**config.mk**
```make
export PLATFORM = sky130hd
export DESIGN_NAME = lsu_top
export DESIGN_NICKNAME = d
export VERILOG_FILES = /design/src/hdl/lsu_bus_pkg.sv /design/src/hdl/lsu_op_pkg.sv /design/src/hdl/lsu_top.sv /design/src/hdl/lsu_port_ctrl.sv /design/src/hdl/amo_engine.sv /design/src/hdl/amo_alu.sv /design/src/hdl/lsu_lane_align.sv
export VERILOG_INCLUDE_DIRS = /design/src /design/src/hdl
export SDC_FILE = /design/constraint.sdc
export NUM_CORES = 1
export LEC_CHECK = 0
export ABC_AREA = 1
export BUFFER_PORTS_ARGS = -buffer_cell sky130_fd_sc_hd__buf_2
export CAP_MARGIN = 40
export CORE_MARGIN = 1
export CORE_UTILIZATION = 46
export CTS_BUF_LIST = sky130_fd_sc_hd__clkbuf_16
export CTS_CLUSTER_DIAMETER = 120
export DETAILED_ROUTE_END_ITERATION = 12
export GPL_TIMING_DRIVEN = 0
export PLACE_DENSITY = 0.64
export RECOVER_POWER = 25
export SETUP_SLACK_MARGIN = 0.4
export SLEW_MARGIN = 5
export SYNTH_ARGS = -nofsm -noshare
export SYNTH_HDL_FRONTEND = slang
export SYNTH_HIERARCHICAL = 1
export SYNTH_SLANG_ARGS = --single-unit
export TNS_END_PERCENT = 100
```
**constraint.sdc**
```tcl
create_clock -name clk -period 9.6 [get_ports clk]
set_clock_uncertainty 0.05 [all_clocks]
set_input_delay 2.4 -clock clk [delete_from_list [all_inputs] [get_ports clk]]
set_output_delay 2.4 -clock clk [all_outputs]
set_load 0.01 [all_outputs]
```
**src/hdl/lsu_defs.svh**
```systemverilog
`ifndef LSU_DEFS_SVH
`define LSU_DEFS_SVH

// data path width in bits
`define LSU_XLEN 32

// byte lanes in one memory word
`define LSU_LANES 4

// code widths of the memory op and the amo op
`define LSU_MEMOP_W 4
`define LSU_AMOOP_W 4

// any completed plain store drops the LR reservation
`define LSU_PLAIN_STORE_CLEARS_RESV 1'b1

`endif
```
**src/hdl/lsu_bus_pkg.sv**
```systemverilog
`include "lsu_defs.svh"

package lsu_bus_pkg;

    // one data word on the memory bus
    typedef logic [`LSU_XLEN-1:0] word_t;

    // byte address, word aligned on the bus side
    typedef logic [`LSU_XLEN-1:0] addr_t;

    // per-lane write enable
    typedef logic [`LSU_LANES-1:0] mask_t;

    // memory command, 69 bits
    // held stable by the controller for a whole handshake
    typedef struct packed {
        addr_t addr;
        logic  we;
        mask_t mask;
        word_t wdata;
    } mem_cmd_t;

endpackage

```
**src/hdl/lsu_op_pkg.sv**
```systemverilog
`include "lsu_defs.svh"

package lsu_op_pkg;

    import lsu_bus_pkg::*;

    // memory operation from the pipeline
    typedef enum logic [`LSU_MEMOP_W-1:0] {
        MEMOP_NONE = 4'd0,
        MEMOP_LB   = 4'd1,
        MEMOP_LBU  = 4'd2,
        MEMOP_LH   = 4'd3,
        MEMOP_LHU  = 4'd4,
        MEMOP_LW   = 4'd5,
        MEMOP_SB   = 4'd6,
        MEMOP_SH   = 4'd7,
        MEMOP_SW   = 4'd8,
        MEMOP_LR_W = 4'd9,
        MEMOP_SC_W = 4'd10,
        MEMOP_AMO  = 4'd11
    } mem_op_e;

    // read-modify-write kind, only looked at with MEMOP_AMO
    typedef enum logic [`LSU_AMOOP_W-1:0] {
        AMOOP_SWAP = 4'd0,
        AMOOP_ADD  = 4'd1,
        AMOOP_XOR  = 4'd2,
        AMOOP_AND  = 4'd3,
        AMOOP_OR   = 4'd4,
        AMOOP_MIN  = 4'd5,
        AMOOP_MAX  = 4'd6,
        AMOOP_MINU = 4'd7,
        AMOOP_MAXU = 4'd8
    } amo_op_e;

    // pipeline request, 72 bits
    // addr is the ALU result, data is rs2
    typedef struct packed {
        mem_op_e op;
        amo_op_e amo;
        addr_t   addr;
        word_t   data;
    } lsu_req_t;

    // response, 33 bits
    typedef struct packed {
        word_t result;
        logic  fault;
    } lsu_rsp_t;

    // atomic engine sequence
    typedef enum logic [2:0] {
        AMO_IDLE,
        AMO_LOAD,
        AMO_CALC,
        AMO_STORE,
        AMO_DONE
    } amo_state_e;

endpackage

```
**src/hdl/lsu_top.sv**
```systemverilog
`timescale 1ns/1ps

module lsu_top
    import lsu_bus_pkg::*, lsu_op_pkg::*;
(
    input  logic     clk,
    input  logic     rst,
    input  logic     req_i,
    input  lsu_req_t req_data_i,
    output logic     ack_o,
    output lsu_rsp_t rsp_o,
    output logic     mem_req_o,
    output mem_cmd_t mem_cmd_o,
    input  logic     mem_ack_i,
    input  word_t    mem_rdata_i
);

    lsu_req_t latched_req;
    mask_t    align_mask;
    word_t    align_wdata;
    word_t    align_load;
    logic     amo_start;
    logic     plain_store_done;
    logic     access_valid;
    mem_cmd_t access_cmd;
    logic     access_done;
    word_t    access_rdata;
    logic     amo_done;
    lsu_rsp_t amo_rsp;

    // plain path, fed from the held request
    lsu_lane_align u_align (
        .op_i         (latched_req.op),
        .addr_lo_i    (latched_req.addr[1:0]),
        .store_data_i (latched_req.data),
        .mem_rdata_i  (mem_rdata_i),
        .mask_o       (align_mask),
        .wdata_o      (align_wdata),
        .load_data_o  (align_load)
    );

    // LR, SC and read-modify-write path
    amo_engine u_engine (
        .clk                (clk),
        .rst                (rst),
        .amo_start_i        (amo_start),
        .req_i              (latched_req),
        .plain_store_done_i (plain_store_done),
        .access_valid_o     (access_valid),
        .access_cmd_o       (access_cmd),
        .access_done_i      (access_done),
        .access_rdata_i     (access_rdata),
        .amo_done_o         (amo_done),
        .amo_rsp_o          (amo_rsp)
    );

    lsu_port_ctrl u_ctrl (
        .clk                (clk),
        .rst                (rst),
        .req_i              (req_i),
        .req_data_i         (req_data_i),
        .ack_o              (ack_o),
        .rsp_o              (rsp_o),
        .align_mask_i       (align_mask),
        .align_wdata_i      (align_wdata),
        .align_load_i       (align_load),
        .amo_start_o        (amo_start),
        .latched_req_o      (latched_req),
        .plain_store_done_o (plain_store_done),
        .access_valid_i     (access_valid),
        .access_cmd_i       (access_cmd),
        .access_done_o      (access_done),
        .access_rdata_o     (access_rdata),
        .amo_done_i         (amo_done),
        .amo_rsp_i          (amo_rsp),
        .mem_req_o          (mem_req_o),
        .mem_cmd_o          (mem_cmd_o),
        .mem_ack_i          (mem_ack_i),
        .mem_rdata_i        (mem_rdata_i)
    );

endmodule

```
**src/hdl/lsu_port_ctrl.sv**
```systemverilog
`timescale 1ns/1ps

module lsu_port_ctrl
    import lsu_bus_pkg::*, lsu_op_pkg::*;
(
    input  logic     clk,
    input  logic     rst,
    input  logic     req_i,
    input  lsu_req_t req_data_i,
    output logic     ack_o,
    output lsu_rsp_t rsp_o,
    input  mask_t    align_mask_i,
    input  word_t    align_wdata_i,
    input  word_t    align_load_i,
    output logic     amo_start_o,
    output lsu_req_t latched_req_o,
    output logic     plain_store_done_o,
    input  logic     access_valid_i,
    input  mem_cmd_t access_cmd_i,
    output logic     access_done_o,
    output word_t    access_rdata_o,
    input  logic     amo_done_i,
    input  lsu_rsp_t amo_rsp_i,
    output logic     mem_req_o,
    output mem_cmd_t mem_cmd_o,
    input  logic     mem_ack_i,
    input  word_t    mem_rdata_i
);

    typedef enum logic [1:0] {
        P_IDLE,
        P_PLAIN,
        P_AMO,
        P_RESP
    } port_state_e;

    port_state_e state;
    port_state_e state_nxt;
    lsu_req_t    req_q;
    lsu_rsp_t    rsp_q;
    mem_cmd_t    mem_cmd_q;
    mem_cmd_t    cmd_sel;
    logic        mem_req_q;
    logic        amo_start_q;
    logic        accept;
    logic        acc_plain;
    logic        acc_atomic;
    logic        req_store;
    logic        mem_issue;
    logic        mem_fin;

    // new request only once the last one has been returned
    assign accept = (state == P_IDLE) && req_i;

    // path chosen once, at acceptance
    always_comb begin
        acc_plain  = 1'b0;
        acc_atomic = 1'b0;
        case (req_data_i.op)
            MEMOP_LB, MEMOP_LBU, MEMOP_LH, MEMOP_LHU, MEMOP_LW,
            MEMOP_SB, MEMOP_SH, MEMOP_SW: acc_plain = 1'b1;
            MEMOP_LR_W, MEMOP_SC_W, MEMOP_AMO: acc_atomic = 1'b1;
            default: acc_plain = 1'b0;
        endcase
    end

    assign req_store = req_q.op inside {MEMOP_SB, MEMOP_SH, MEMOP_SW};

    // memory side, one access at a time
    assign mem_fin   = mem_req_q && mem_ack_i;
    assign mem_issue = !mem_req_q && !mem_ack_i &&
                       ((state == P_PLAIN) || (state == P_AMO && access_valid_i));

    // plain command built from the aligner
    always_comb begin
        if (state == P_PLAIN) begin
            cmd_sel.addr  = {req_q.addr[31:2], 2'b00};
            cmd_sel.we    = req_store;
            cmd_sel.mask  = align_mask_i;
            cmd_sel.wdata = align_wdata_i;
        end else begin
            cmd_sel = access_cmd_i;
        end
    end

    always_comb begin
        state_nxt = state;
        case (state)
            P_IDLE: begin
                if (req_i) begin
                    if (acc_plain) begin
                        state_nxt = P_PLAIN;
                    end else if (acc_atomic) begin
                        state_nxt = P_AMO;
                    end else begin
                        state_nxt = P_RESP;
                    end
                end
            end
            P_PLAIN: state_nxt = mem_fin ? P_RESP : P_PLAIN;
            P_AMO:   state_nxt = amo_done_i ? P_RESP : P_AMO;
            // four-phase return
            P_RESP:  state_nxt = req_i ? P_RESP : P_IDLE;
            default: state_nxt = P_IDLE;
        endcase
    end

    always_ff @(posedge clk or posedge rst) begin
        if (rst) begin
            state       <= P_IDLE;
            mem_req_q   <= 1'b0;
            amo_start_q <= 1'b0;
        end else begin
            state <= state_nxt;
            // engine sees the latched request one cycle later
            amo_start_q <= accept && acc_atomic;
            if (mem_issue) begin
                mem_req_q <= 1'b1;
            end else if (mem_fin) begin
                mem_req_q <= 1'b0;
            end
        end
    end

    always_ff @(posedge clk) begin
        if (accept) begin
            req_q <= req_data_i;
        end
        // no memory op, hand back the ALU value
        if (accept && !acc_plain && !acc_atomic) begin
            rsp_q.result <= req_data_i.addr;
            rsp_q.fault  <= 1'b0;
        end
        // stores pass the address back like the none case
        if (state == P_PLAIN && mem_fin) begin
            rsp_q.result <= req_store ? req_q.addr : align_load_i;
            rsp_q.fault  <= 1'b0;
        end
        if (state == P_AMO && amo_done_i) begin
            rsp_q <= amo_rsp_i;
        end
        if (mem_issue) begin
            mem_cmd_q <= cmd_sel;
        end
    end

    assign ack_o              = state == P_RESP;
    assign rsp_o              = rsp_q;
    assign amo_start_o        = amo_start_q;
    assign latched_req_o      = req_q;
    assign plain_store_done_o = (state == P_PLAIN) && mem_fin && req_store;
    // engine takes the word on the same edge mem_req drops
    assign access_done_o      = (state == P_AMO) && mem_fin;
    assign access_rdata_o     = mem_rdata_i;
    assign mem_req_o          = mem_req_q;
    assign mem_cmd_o          = mem_cmd_q;

endmodule

```
**src/hdl/amo_engine.sv**
```systemverilog
`timescale 1ns/1ps
`include "lsu_defs.svh"

module amo_engine
    import lsu_bus_pkg::*, lsu_op_pkg::*;
(
    input  logic     clk,
    input  logic     rst,
    input  logic     amo_start_i,
    input  lsu_req_t req_i,
    input  logic     plain_store_done_i,
    output logic     access_valid_o,
    output mem_cmd_t access_cmd_o,
    input  logic     access_done_i,
    input  word_t    access_rdata_i,
    output logic     amo_done_o,
    output lsu_rsp_t amo_rsp_o
);

    amo_state_e state;
    amo_state_e state_nxt;
    lsu_req_t   req_q;
    lsu_rsp_t   rsp_q;
    word_t      old_q;
    word_t      new_q;
    word_t      alu_res;
    addr_t      resv_addr;
    logic       resv_valid;
    logic       start;
    logic       misaligned;
    logic       sc_hit;
    logic       is_lr_q;
    logic       is_sc_q;
    logic       set_resv;
    logic       clr_resv;

    amo_alu u_alu (
        .op_i      (req_q.amo),
        .mem_val_i (old_q),
        .rs2_i     (req_q.data),
        .result_o  (alu_res)
    );

    assign start      = (state == AMO_IDLE) && amo_start_i;
    // atomics need a word address
    assign misaligned = req_i.addr[1:0] != 2'b00;
    assign sc_hit     = resv_valid && (resv_addr == req_i.addr);
    assign is_lr_q    = req_q.op == MEMOP_LR_W;
    assign is_sc_q    = req_q.op == MEMOP_SC_W;

    // reservation taken when the LR read returns
    assign set_resv = (state == AMO_LOAD) && access_done_i && is_lr_q;
    // SC and AMO drop it whether they store or not
    assign clr_resv = (start && !misaligned &&
                       (req_i.op == MEMOP_SC_W || req_i.op == MEMOP_AMO)) ||
                      (plain_store_done_i && `LSU_PLAIN_STORE_CLEARS_RESV);

    always_comb begin
        state_nxt = state;
        case (state)
            AMO_IDLE: begin
                if (amo_start_i) begin
                    if (misaligned) begin
                        state_nxt = AMO_DONE;
                    end else if (req_i.op == MEMOP_LR_W || req_i.op == MEMOP_AMO) begin
                        state_nxt = AMO_LOAD;
                    end else if (req_i.op == MEMOP_SC_W && sc_hit) begin
                        state_nxt = AMO_STORE;
                    end else begin
                        // failed SC, no memory access
                        state_nxt = AMO_DONE;
                    end
                end
            end
            AMO_LOAD: begin
                if (access_done_i) begin
                    state_nxt = is_lr_q ? AMO_DONE : AMO_CALC;
                end
            end
            // single cycle for the ALU result
            AMO_CALC:  state_nxt = AMO_STORE;
            AMO_STORE: begin
                if (access_done_i) begin
                    state_nxt = AMO_DONE;
                end
            end
            AMO_DONE:  state_nxt = AMO_IDLE;
            default:   state_nxt = AMO_IDLE;
        endcase
    end

    always_ff @(posedge clk or posedge rst) begin
        if (rst) begin
            state      <= AMO_IDLE;
            resv_valid <= 1'b0;
        end else begin
            state <= state_nxt;
            if (set_resv) begin
                resv_valid <= 1'b1;
            end else if (clr_resv) begin
                resv_valid <= 1'b0;
            end
        end
    end

    always_ff @(posedge clk) begin
        if (start) begin
            req_q        <= req_i;
            rsp_q.fault  <= misaligned;
            // 1 only for an SC that misses the reservation
            rsp_q.result <= (req_i.op == MEMOP_SC_W && !misaligned && !sc_hit) ?
                            word_t'(1) : '0;
        end
        if (state == AMO_LOAD && access_done_i) begin
            old_q <= access_rdata_i;
            if (is_lr_q) begin
                rsp_q.result <= access_rdata_i;
            end
        end
        if (set_resv) begin
            resv_addr <= req_q.addr;
        end
        if (state == AMO_CALC) begin
            new_q <= alu_res;
        end
        // SC success gives 0, amo gives the old value
        if (state == AMO_STORE && access_done_i) begin
            rsp_q.result <= is_sc_q ? '0 : old_q;
        end
    end

    assign access_valid_o     = (state == AMO_LOAD) || (state == AMO_STORE);
    assign access_cmd_o.addr  = req_q.addr;
    assign access_cmd_o.we    = state == AMO_STORE;
    // whole word both ways
    assign access_cmd_o.mask  = '1;
    assign access_cmd_o.wdata = is_sc_q ? req_q.data : new_q;

    assign amo_done_o = state == AMO_DONE;
    assign amo_rsp_o  = rsp_q;

endmodule

```
**src/hdl/amo_alu.sv**
```systemverilog
`timescale 1ns/1ps

module amo_alu
    import lsu_bus_pkg::*, lsu_op_pkg::*;
(
    input  amo_op_e op_i,
    input  word_t   mem_val_i,
    input  word_t   rs2_i,
    output word_t   result_o
);

    logic s_lt;
    logic u_lt;

    // old value below rs2, two's complement order
    assign s_lt = $signed(mem_val_i) < $signed(rs2_i);
    // same, plain magnitude order
    assign u_lt = mem_val_i < rs2_i;

    // new memory value
    always_comb begin
        case (op_i)
            AMOOP_SWAP: result_o = rs2_i;
            AMOOP_ADD:  result_o = mem_val_i + rs2_i;
            AMOOP_XOR:  result_o = mem_val_i ^ rs2_i;
            AMOOP_AND:  result_o = mem_val_i & rs2_i;
            AMOOP_OR:   result_o = mem_val_i | rs2_i;
            AMOOP_MIN:  result_o = s_lt ? mem_val_i : rs2_i;
            AMOOP_MAX:  result_o = s_lt ? rs2_i : mem_val_i;
            AMOOP_MINU: result_o = u_lt ? mem_val_i : rs2_i;
            AMOOP_MAXU: result_o = u_lt ? rs2_i : mem_val_i;
            // unknown code behaves like swap
            default:    result_o = rs2_i;
        endcase
    end

endmodule

```
**src/hdl/lsu_lane_align.sv**
```systemverilog
`timescale 1ns/1ps
`include "lsu_defs.svh"

module lsu_lane_align
    import lsu_bus_pkg::*, lsu_op_pkg::*;
(
    input  mem_op_e    op_i,
    input  logic [1:0] addr_lo_i,
    input  word_t      store_data_i,
    input  word_t      mem_rdata_i,
    output mask_t      mask_o,
    output word_t      wdata_o,
    output word_t      load_data_o
);

    mask_t      size_mask;
    logic [4:0] lane_shift;
    word_t      rdata_sh;

    // byte offset as a bit offset
    assign lane_shift = {addr_lo_i, 3'b000};

    // access size as lanes from lane 0
    always_comb begin
        case (op_i)
            MEMOP_LB, MEMOP_LBU, MEMOP_SB: size_mask = 4'b0001;
            MEMOP_LH, MEMOP_LHU, MEMOP_SH: size_mask = 4'b0011;
            MEMOP_LW, MEMOP_SW:            size_mask = 4'b1111;
            default:                       size_mask = 4'b0000;
        endcase
    end

    // moved up to the addressed lanes
    assign mask_o = size_mask << addr_lo_i;

    // store data follows the mask
    assign wdata_o = store_data_i << lane_shift;

    // addressed lanes brought down to bit 0
    assign rdata_sh = mem_rdata_i >> lane_shift;

    always_comb begin
        case (op_i)
            MEMOP_LB: begin
                load_data_o = {{(`LSU_XLEN-8){rdata_sh[7]}}, rdata_sh[7:0]};
            end
            MEMOP_LBU: begin
                load_data_o = {{(`LSU_XLEN-8){1'b0}}, rdata_sh[7:0]};
            end
            MEMOP_LH: begin
                load_data_o = {{(`LSU_XLEN-16){rdata_sh[15]}}, rdata_sh[15:0]};
            end
            MEMOP_LHU: begin
                load_data_o = {{(`LSU_XLEN-16){1'b0}}, rdata_sh[15:0]};
            end
            // lw and everything else see the raw word
            default: begin
                load_data_o = mem_rdata_i;
            end
        endcase
    end

endmodule

```
* After elaboration in Yosys (flattened, before gate mapping)
Memory sizes are Yosys's and may differ from the RTL's. A register that Yosys moved wholly into a read port is not among the register bits. Cells that the tools add are included.
Storage, ports and cells: memories 1, memory bits (read-only) 64, register bits after elaboration 383, logic and storage cells 161, output and inout port bits 104
Memories:
- (no name shown) | words 16, bits a word 4, read ports 1, clocked after Yosys merged registers in 1, write ports 0, line lsu_lane_align.sv:25 | case (op_i)
Cells by class: magnitude comparators 2, equal/unequal tests 43, reductions and logical operators 43, multiplexer cells 40, bitwise gates (word level) 3, shift-type cells 3, add/subtract/negate cells 1
Operator list (number):
- two-way mux 32 bit | 10
- case mux 32 bit (8 select lines) | 1
- two-way mux 33 bit | 4
- case mux 32 bit (4 select lines) | 1
- two-way mux 69 bit | 1
- < comparator 32 bit | 2
- equality test 4 x 3 -> 1 bit, second input constant | 11
- equality test 4 bit, second input constant | 11
- adder 32 bit | 1
- bitwise AND 32 bit | 1
- equality test 32 bit | 1
- bitwise OR 32 bit | 1
- << shifter 32 x 5 -> 32 bit | 1
- >> shifter 32 x 5 -> 16 bit | 1
- bitwise XOR 32 bit | 1
- equality test 4 x 2 -> 1 bit, second input constant | 6
- logical AND 1 bit | 22
- two-way mux 3 bit | 7
- equality test 4 x 1 -> 1 bit, second input constant | 3
- case mux 3 bit (4 select lines) | 1
- two-way mux 1 bit | 9
- two-way mux 2 bit | 4
- case mux 2 bit (4 select lines) | 1
- OR reduction 8 bit | 1
- other kinds (17) | 33

* Longest topological paths before layout
word-level depth 9, gate-level depth with buffers 21, depth with buffers taken out 19

* Hierarchy
Netlist, hierarchy kept.
By module, submodules not included:
- amo_engine | cells each 700, area an instance 8172.8 µm², instances 1
- lsu_port_ctrl | cells each 791, area an instance 8011.4 µm², instances 1
- amo_alu | cells each 1247, area an instance 6377.4 µm², instances 1
- lsu_lane_align | cells each 333, area an instance 1597.8 µm², instances 1

* Worst setup path before layout
No wires, ideal clock.
kind input -> register, start input port mem_ack_i, end register u_ctrl.mem_cmd_q (netlist bit u_ctrl/mem_cmd_o[0]), enable pin, path slack 3991 ps, stages 1, buffers on the path 0, data arrival time 5075 ps, cells stage by stage nor3b_2
Between the ends: word-level cells in the longest chain between the ends 3
RTL lines:
- start, declared | line lsu_top.sv:14 | input logic mem_ack_i,
- zero test 1 bit | line lsu_port_ctrl.sv:71 | assign mem_issue = !mem_req_q && !mem_ack_i &&
- logical AND 1 bit (2 in series) | line lsu_port_ctrl.sv:71
- end signal, assigned | line lsu_port_ctrl.sv:143 | mem_cmd_q <= cmd_sel;
- end, declared | line lsu_port_ctrl.sv:41 | mem_cmd_t mem_cmd_q;
No other way between the ends. A chain may end at the register's enable or synchronous reset.

* Final worst setup path
start register u_engine.old_q[31], end register u_engine.new_q[11] (data pin)
Between the ends: word-level cells in the longest chain between the ends 3, elaborated cells on any way between the ends 7, those cells by class order compare (2); mux (5)
RTL lines:
- start, declared | line amo_engine.sv:24 | word_t old_q;
- start signal, assigned | line amo_engine.sv:115 | old_q <= access_rdata_i;
- < comparator 32 bit, on equally long branches | line amo_alu.sv:18, amo_alu.sv:16
- two-way mux 32 bit, on equally long branches
- case mux 32 bit (8 select lines) (*) | line amo_alu.sv:22 | case (op_i)
- via u_engine.alu_res[11] | line amo_engine.sv:26 | word_t alu_res;
- end signal, assigned | line amo_engine.sv:124 | new_q <= alu_res;
- end, declared | line amo_engine.sv:25 | word_t new_q;
The timed path passes the listed nets; every way through them passes the cells marked *.

==> metrics.md <==
| Metric | Value |
|---|---|
| Destination of the worst register-to-register timing path | `u_engine/new_q[11]` |
| Register-to-register setup slack | `5570 ps` |
| Number of DRC violations after detailed routing | `0` |
| Source of the worst hold timing path | `u_ctrl/latched_req_o[66]` |
| Critical path data required time | `9860 ps` |
| Stage delay of the slowest cell on the critical path | `590 ps` |
| Max stage delay cell, worst path | `sky130_fd_sc_hd__ha_1` |
| Largest net degree at the start of global routing | `45` |
| Class of the most critical hold timing path | `flop to flop` |
| H-tree lvl count | `2` |
| Fin crit share | `42.01%` |
| Vias in the first global route | `21480` |
| Setup repair after global routing missed its margin | `false` |
| Synthesis Warnings | `6` |
| CP Class | `flop to flop` |
| First DRT Iteration DRCs | `2327` |
| Failing checks | `capacitance limit, slew limit` |
| Placed wire-length estimate | `70180 um` |
| Final setup violation count | `0` |
| Post-synth top flop | `sky130_fd_sc_hd__edfxtp_1` |
| Placed cell count | `3978` |
| Routed wire length on met3 | `6402 um` |
| Count of flip-flops with a built-in enable after synthesis | `343` |
| Endpoint of the worst hold path | `u_engine/req_q[66]` |
| Global-route usage over all layers | `33.00%` |
| Worst relative slew slack | `-28.73%` |
| Pre-CTS worst setup slack | `5149 ps` |
| Outcome | `complete, but fails checks` |
| Crit end category | `flop` |
| Total leakage power | `12.89 nW` |
| Post-CTS Hold Fix Bufs | `0` |
| Number of fill cells | `4926` |
| Layout-stage area growth over the synthesis result | `14.14%` |
| Tot Pwr | `0.005376 W` |
| Met2 Wirelength | `42330 um` |
| Worst EP arrival | `4290 ps` |
| Die footprint | `53440 um2` |
| Rows | `83` |
| Worst skew pair latency | `570 ps` |
| Most common cell after layout, fill and taps aside | `sky130_fd_sc_hd__nand2_1` |
| Family of cells with the greatest summed delay on the critical path | `simple AND/OR/NAND/NOR gates` |
| Post-route setup slack | `5567 ps` |
| Sinks on Clock Net | `383` |
| Post-detailed-routing wire length | `89200 um` |
| Power per standard cell area | `195.0 nW/um2` |
| Max-slew violation total from the final report | `31` |
| Critical path, cell by cell | `inv_1 > ha_1 > inv_2 > a21oi_2 > o21a_1 > nand2_1 > a21oi_4 > nand3_1 > nand3_1 > nand2_1 > buf_4 > nand2_1 > nand2_1 > nor2_1 > nor2_1` |
| Number of antenna violations at the first check in global routing | `3` |
| Combined area of the multi-input logic cells | `10310 um2` |
| Die width | `231.2 um` |
| Count of maximum capacitance violations | `1` |
| Cell mode on critical path | `sky130_fd_sc_hd__nand2_1` |
| Seq. cell area | `11140 um2` |
| TritonCTS clock tree | `built` |
| Buffers inserted during post-CTS setup optimization | `0` |
| Total negative slack for setup checks | `0 ps` |
| Final net count | `3548` |
| Sum of overflow across all layers after global routing | `0` |
| Maximum fanout count along the critical path | `10` |
| Number of standard cells in the layout, taps in and fillers out | `4058` |
| Startpoint types | `flop` |
| Fraction of layout instances using a drive strength above 1 | `13.98%` |
| Fmax achieved | `248.0 MHz` |
| CTS max path bufs | `3` |
| Num ports | `212` |
| Avg Vias per Cell | `5.531` |
| Number of port buffers | `211` |
| Clock period minus final worst setup slack | `4033 ps` |
| Count of endpoints failing hold in the final timing report | `0` |
| Avg Cell Area, Syn | `7.867 um2` |
| Number of cells traversed by the worst hold path | `0` |
| Netlist Area Pre-Place | `24160 um2` |
| Source of the worst register-to-register timing path | `u_engine/old_q[31]` |
| Transition time of the tightest slew-check pin | `1920 ps` |
| Depth of the worst register-to-register path | `15` |
| Resized cells post-CTS | `0` |
| Flops & latches, synth | `383` |
| Via count | `22450` |
| Routed wire per std cell | `21.98 um` |
| Fraction of registers with async set/reset | `2.089%` |
| Antenna viol nets, final | `0` |
| Height of the die | `231.2 um` |
| Top library cells by usage in the layout, fill and taps aside | `908 x sky130_fd_sc_hd__nand2_1, 385 x sky130_fd_sc_hd__inv_1, 374 x sky130_fd_sc_hd__nand3_1` |
| Global-route wire length before repair | `131500 um` |
| Clock transition at path regs | `70 ps` |
| Final weighted congestion in routability-driven placement | `0.9978` |
| Initial Util | `46.81%` |
| Top layer reached by signal wires | `met5` |
| Placeable core region | `51610 um2` |
| Seq/Total Area, Yosys | `46.11%` |
| Clock buffers created by TritonCTS | `43` |
| Master cell of the clock root buffer | `sky130_fd_sc_hd__clkbuf_16` |
| Core Util, Final | `53.43%` |
| Wire length on met1 | `34720 um` |
| WP buf/inv | `3` |
| Number of cells produced by synthesis | `3071` |
| Number of distinct library cells after synthesis | `60` |
| Max IR drop VDD | `0.0001671 V` |
| Router iterations before antenna repair | `9` |
synthesized netlist by cell type (10+ instances only):
cell | count | share of area (%)
sky130_fd_sc_hd__a211oi_1 | 10 | 0.31
sky130_fd_sc_hd__clkbuf_1 | 46 | 0.71
sky130_fd_sc_hd__nand4_1 | 11 | 0.28
sky130_fd_sc_hd__a21oi_1 | 126 | 2.6
sky130_fd_sc_hd__o21ai_1 | 68 | 1.4
sky130_fd_sc_hd__o22ai_1 | 35 | 0.91
sky130_fd_sc_hd__edfxtp_1 | 343 | 43
sky130_fd_sc_hd__nor3_1 | 18 | 0.37
sky130_fd_sc_hd__buf_4 | 96 | 3.0
sky130_fd_sc_hd__ha_1 | 96 | 5.0
sky130_fd_sc_hd__buf_6 | 14 | 0.65
sky130_fd_sc_hd__nand3_1 | 373 | 7.7
sky130_fd_sc_hd__inv_2 | 11 | 0.17
sky130_fd_sc_hd__buf_2 | 35 | 0.73
sky130_fd_sc_hd__nand2_1 | 909 | 14
sky130_fd_sc_hd__nor2_1 | 236 | 3.7
sky130_fd_sc_hd__o21ai_0 | 108 | 2.2
sky130_fd_sc_hd__o211ai_1 | 19 | 0.59
sky130_fd_sc_hd__inv_1 | 373 | 5.8
sky130_fd_sc_hd__dfxtp_1 | 32 | 2.7
worst reg2reg max path: stages (launching register included):
cell and delay (ps):
sky130_fd_sc_hd__edfxtp_1 470, sky130_fd_sc_hd__inv_1 120, sky130_fd_sc_hd__ha_1 590, sky130_fd_sc_hd__inv_2 230, sky130_fd_sc_hd__a21oi_2 250, sky130_fd_sc_hd__o21a_1 150, sky130_fd_sc_hd__nand2_1 90, sky130_fd_sc_hd__a21oi_4 270
sky130_fd_sc_hd__nand3_1 230, sky130_fd_sc_hd__nand3_1 320, sky130_fd_sc_hd__nand2_1 200, sky130_fd_sc_hd__buf_4 240, sky130_fd_sc_hd__nand2_1 70, sky130_fd_sc_hd__nand2_1 50, sky130_fd_sc_hd__nor2_1 350, sky130_fd_sc_hd__nor2_1 80
kinds of logic after synthesis:
group,share of synthesized area (%)
mux,0.2900
fa+ha+maj,5.055
simple gates,27.82
compound gates,9.162
xor+xnor,0.3263
flops,46.11
buf+inv,11.22
other cells,0.01552
registers in the layout, indices dropped and copies added (netlist names), 33 cells and up:
name and flops:
u_ctrl/latched_req_o 72, u_ctrl/mem_cmd_o 69, u_ctrl/rsp_o 33, u_engine/amo_rsp_o 33, u_engine/req_q 40
report_power, final:
part	internal, W	switching (W)	total, W
registers	0.00219	0.000150	0.00234
logic	0.000454	0.00101	0.00147
clock network	0.000879	0.000686	0.00156
total	0.00353	0.00185	0.00538
per-stage QoR:
stage / hold slack [ps] / cell area [um2]
CTS: 370.8 / 27620
floorplan: 350.3 / 24170
global placement: 352.7 / 26080
finish: 367.0 / 27580
global route: 377.6 / 27570
detailed placement: 357.5 / 26290
worst max-delay path by stage:
| stage | slack (ps) | cells past startpoint | from | end |
|---|---|---|---|---|
| 4_1_cts | 5680 | 15 | u_engine/req_q[31] | u_engine/new_q[11] |
| 5_1_grt | 5530 | 15 | u_engine/req_q[31] | u_engine/new_q[8] |
| 2_1_floorplan | 3990 | 1 | mem_ack_i | u_ctrl/mem_cmd_o[0] |
| 6_report | 5570 | 15 | u_engine/old_q[31] | u_engine/new_q[11] |
| 3_3_place_gp | 2550 | 2 | mem_ack_i | u_ctrl/mem_cmd_o[43] |
| 3_5_place_dp | 5150 | 6 | mem_ack_i | u_engine/resv_addr[7] |
layer usage:
metal / GRT usage (%) / vias up
li1: - / 10580
met1: 40.14 / 10510
met2: 55.05 / 1116
met3: 4.909 / 244
met4: 20.51 / 2
met5: 0 / -
cell type report:
class,count,area share [%]
Sequential cell,383,40.40
Multi-Input combinational cell,2105,37.39
Inverter,386,5.277
Buffer,200,4.555
Timing Repair Buffer,224,4.465
Clock buffer,45,4.083
Tap cell,680,3.085
Clock inverter,33,0.7305
Antenna cell,2,0.01815
Power figures use the tool's default switching activity.
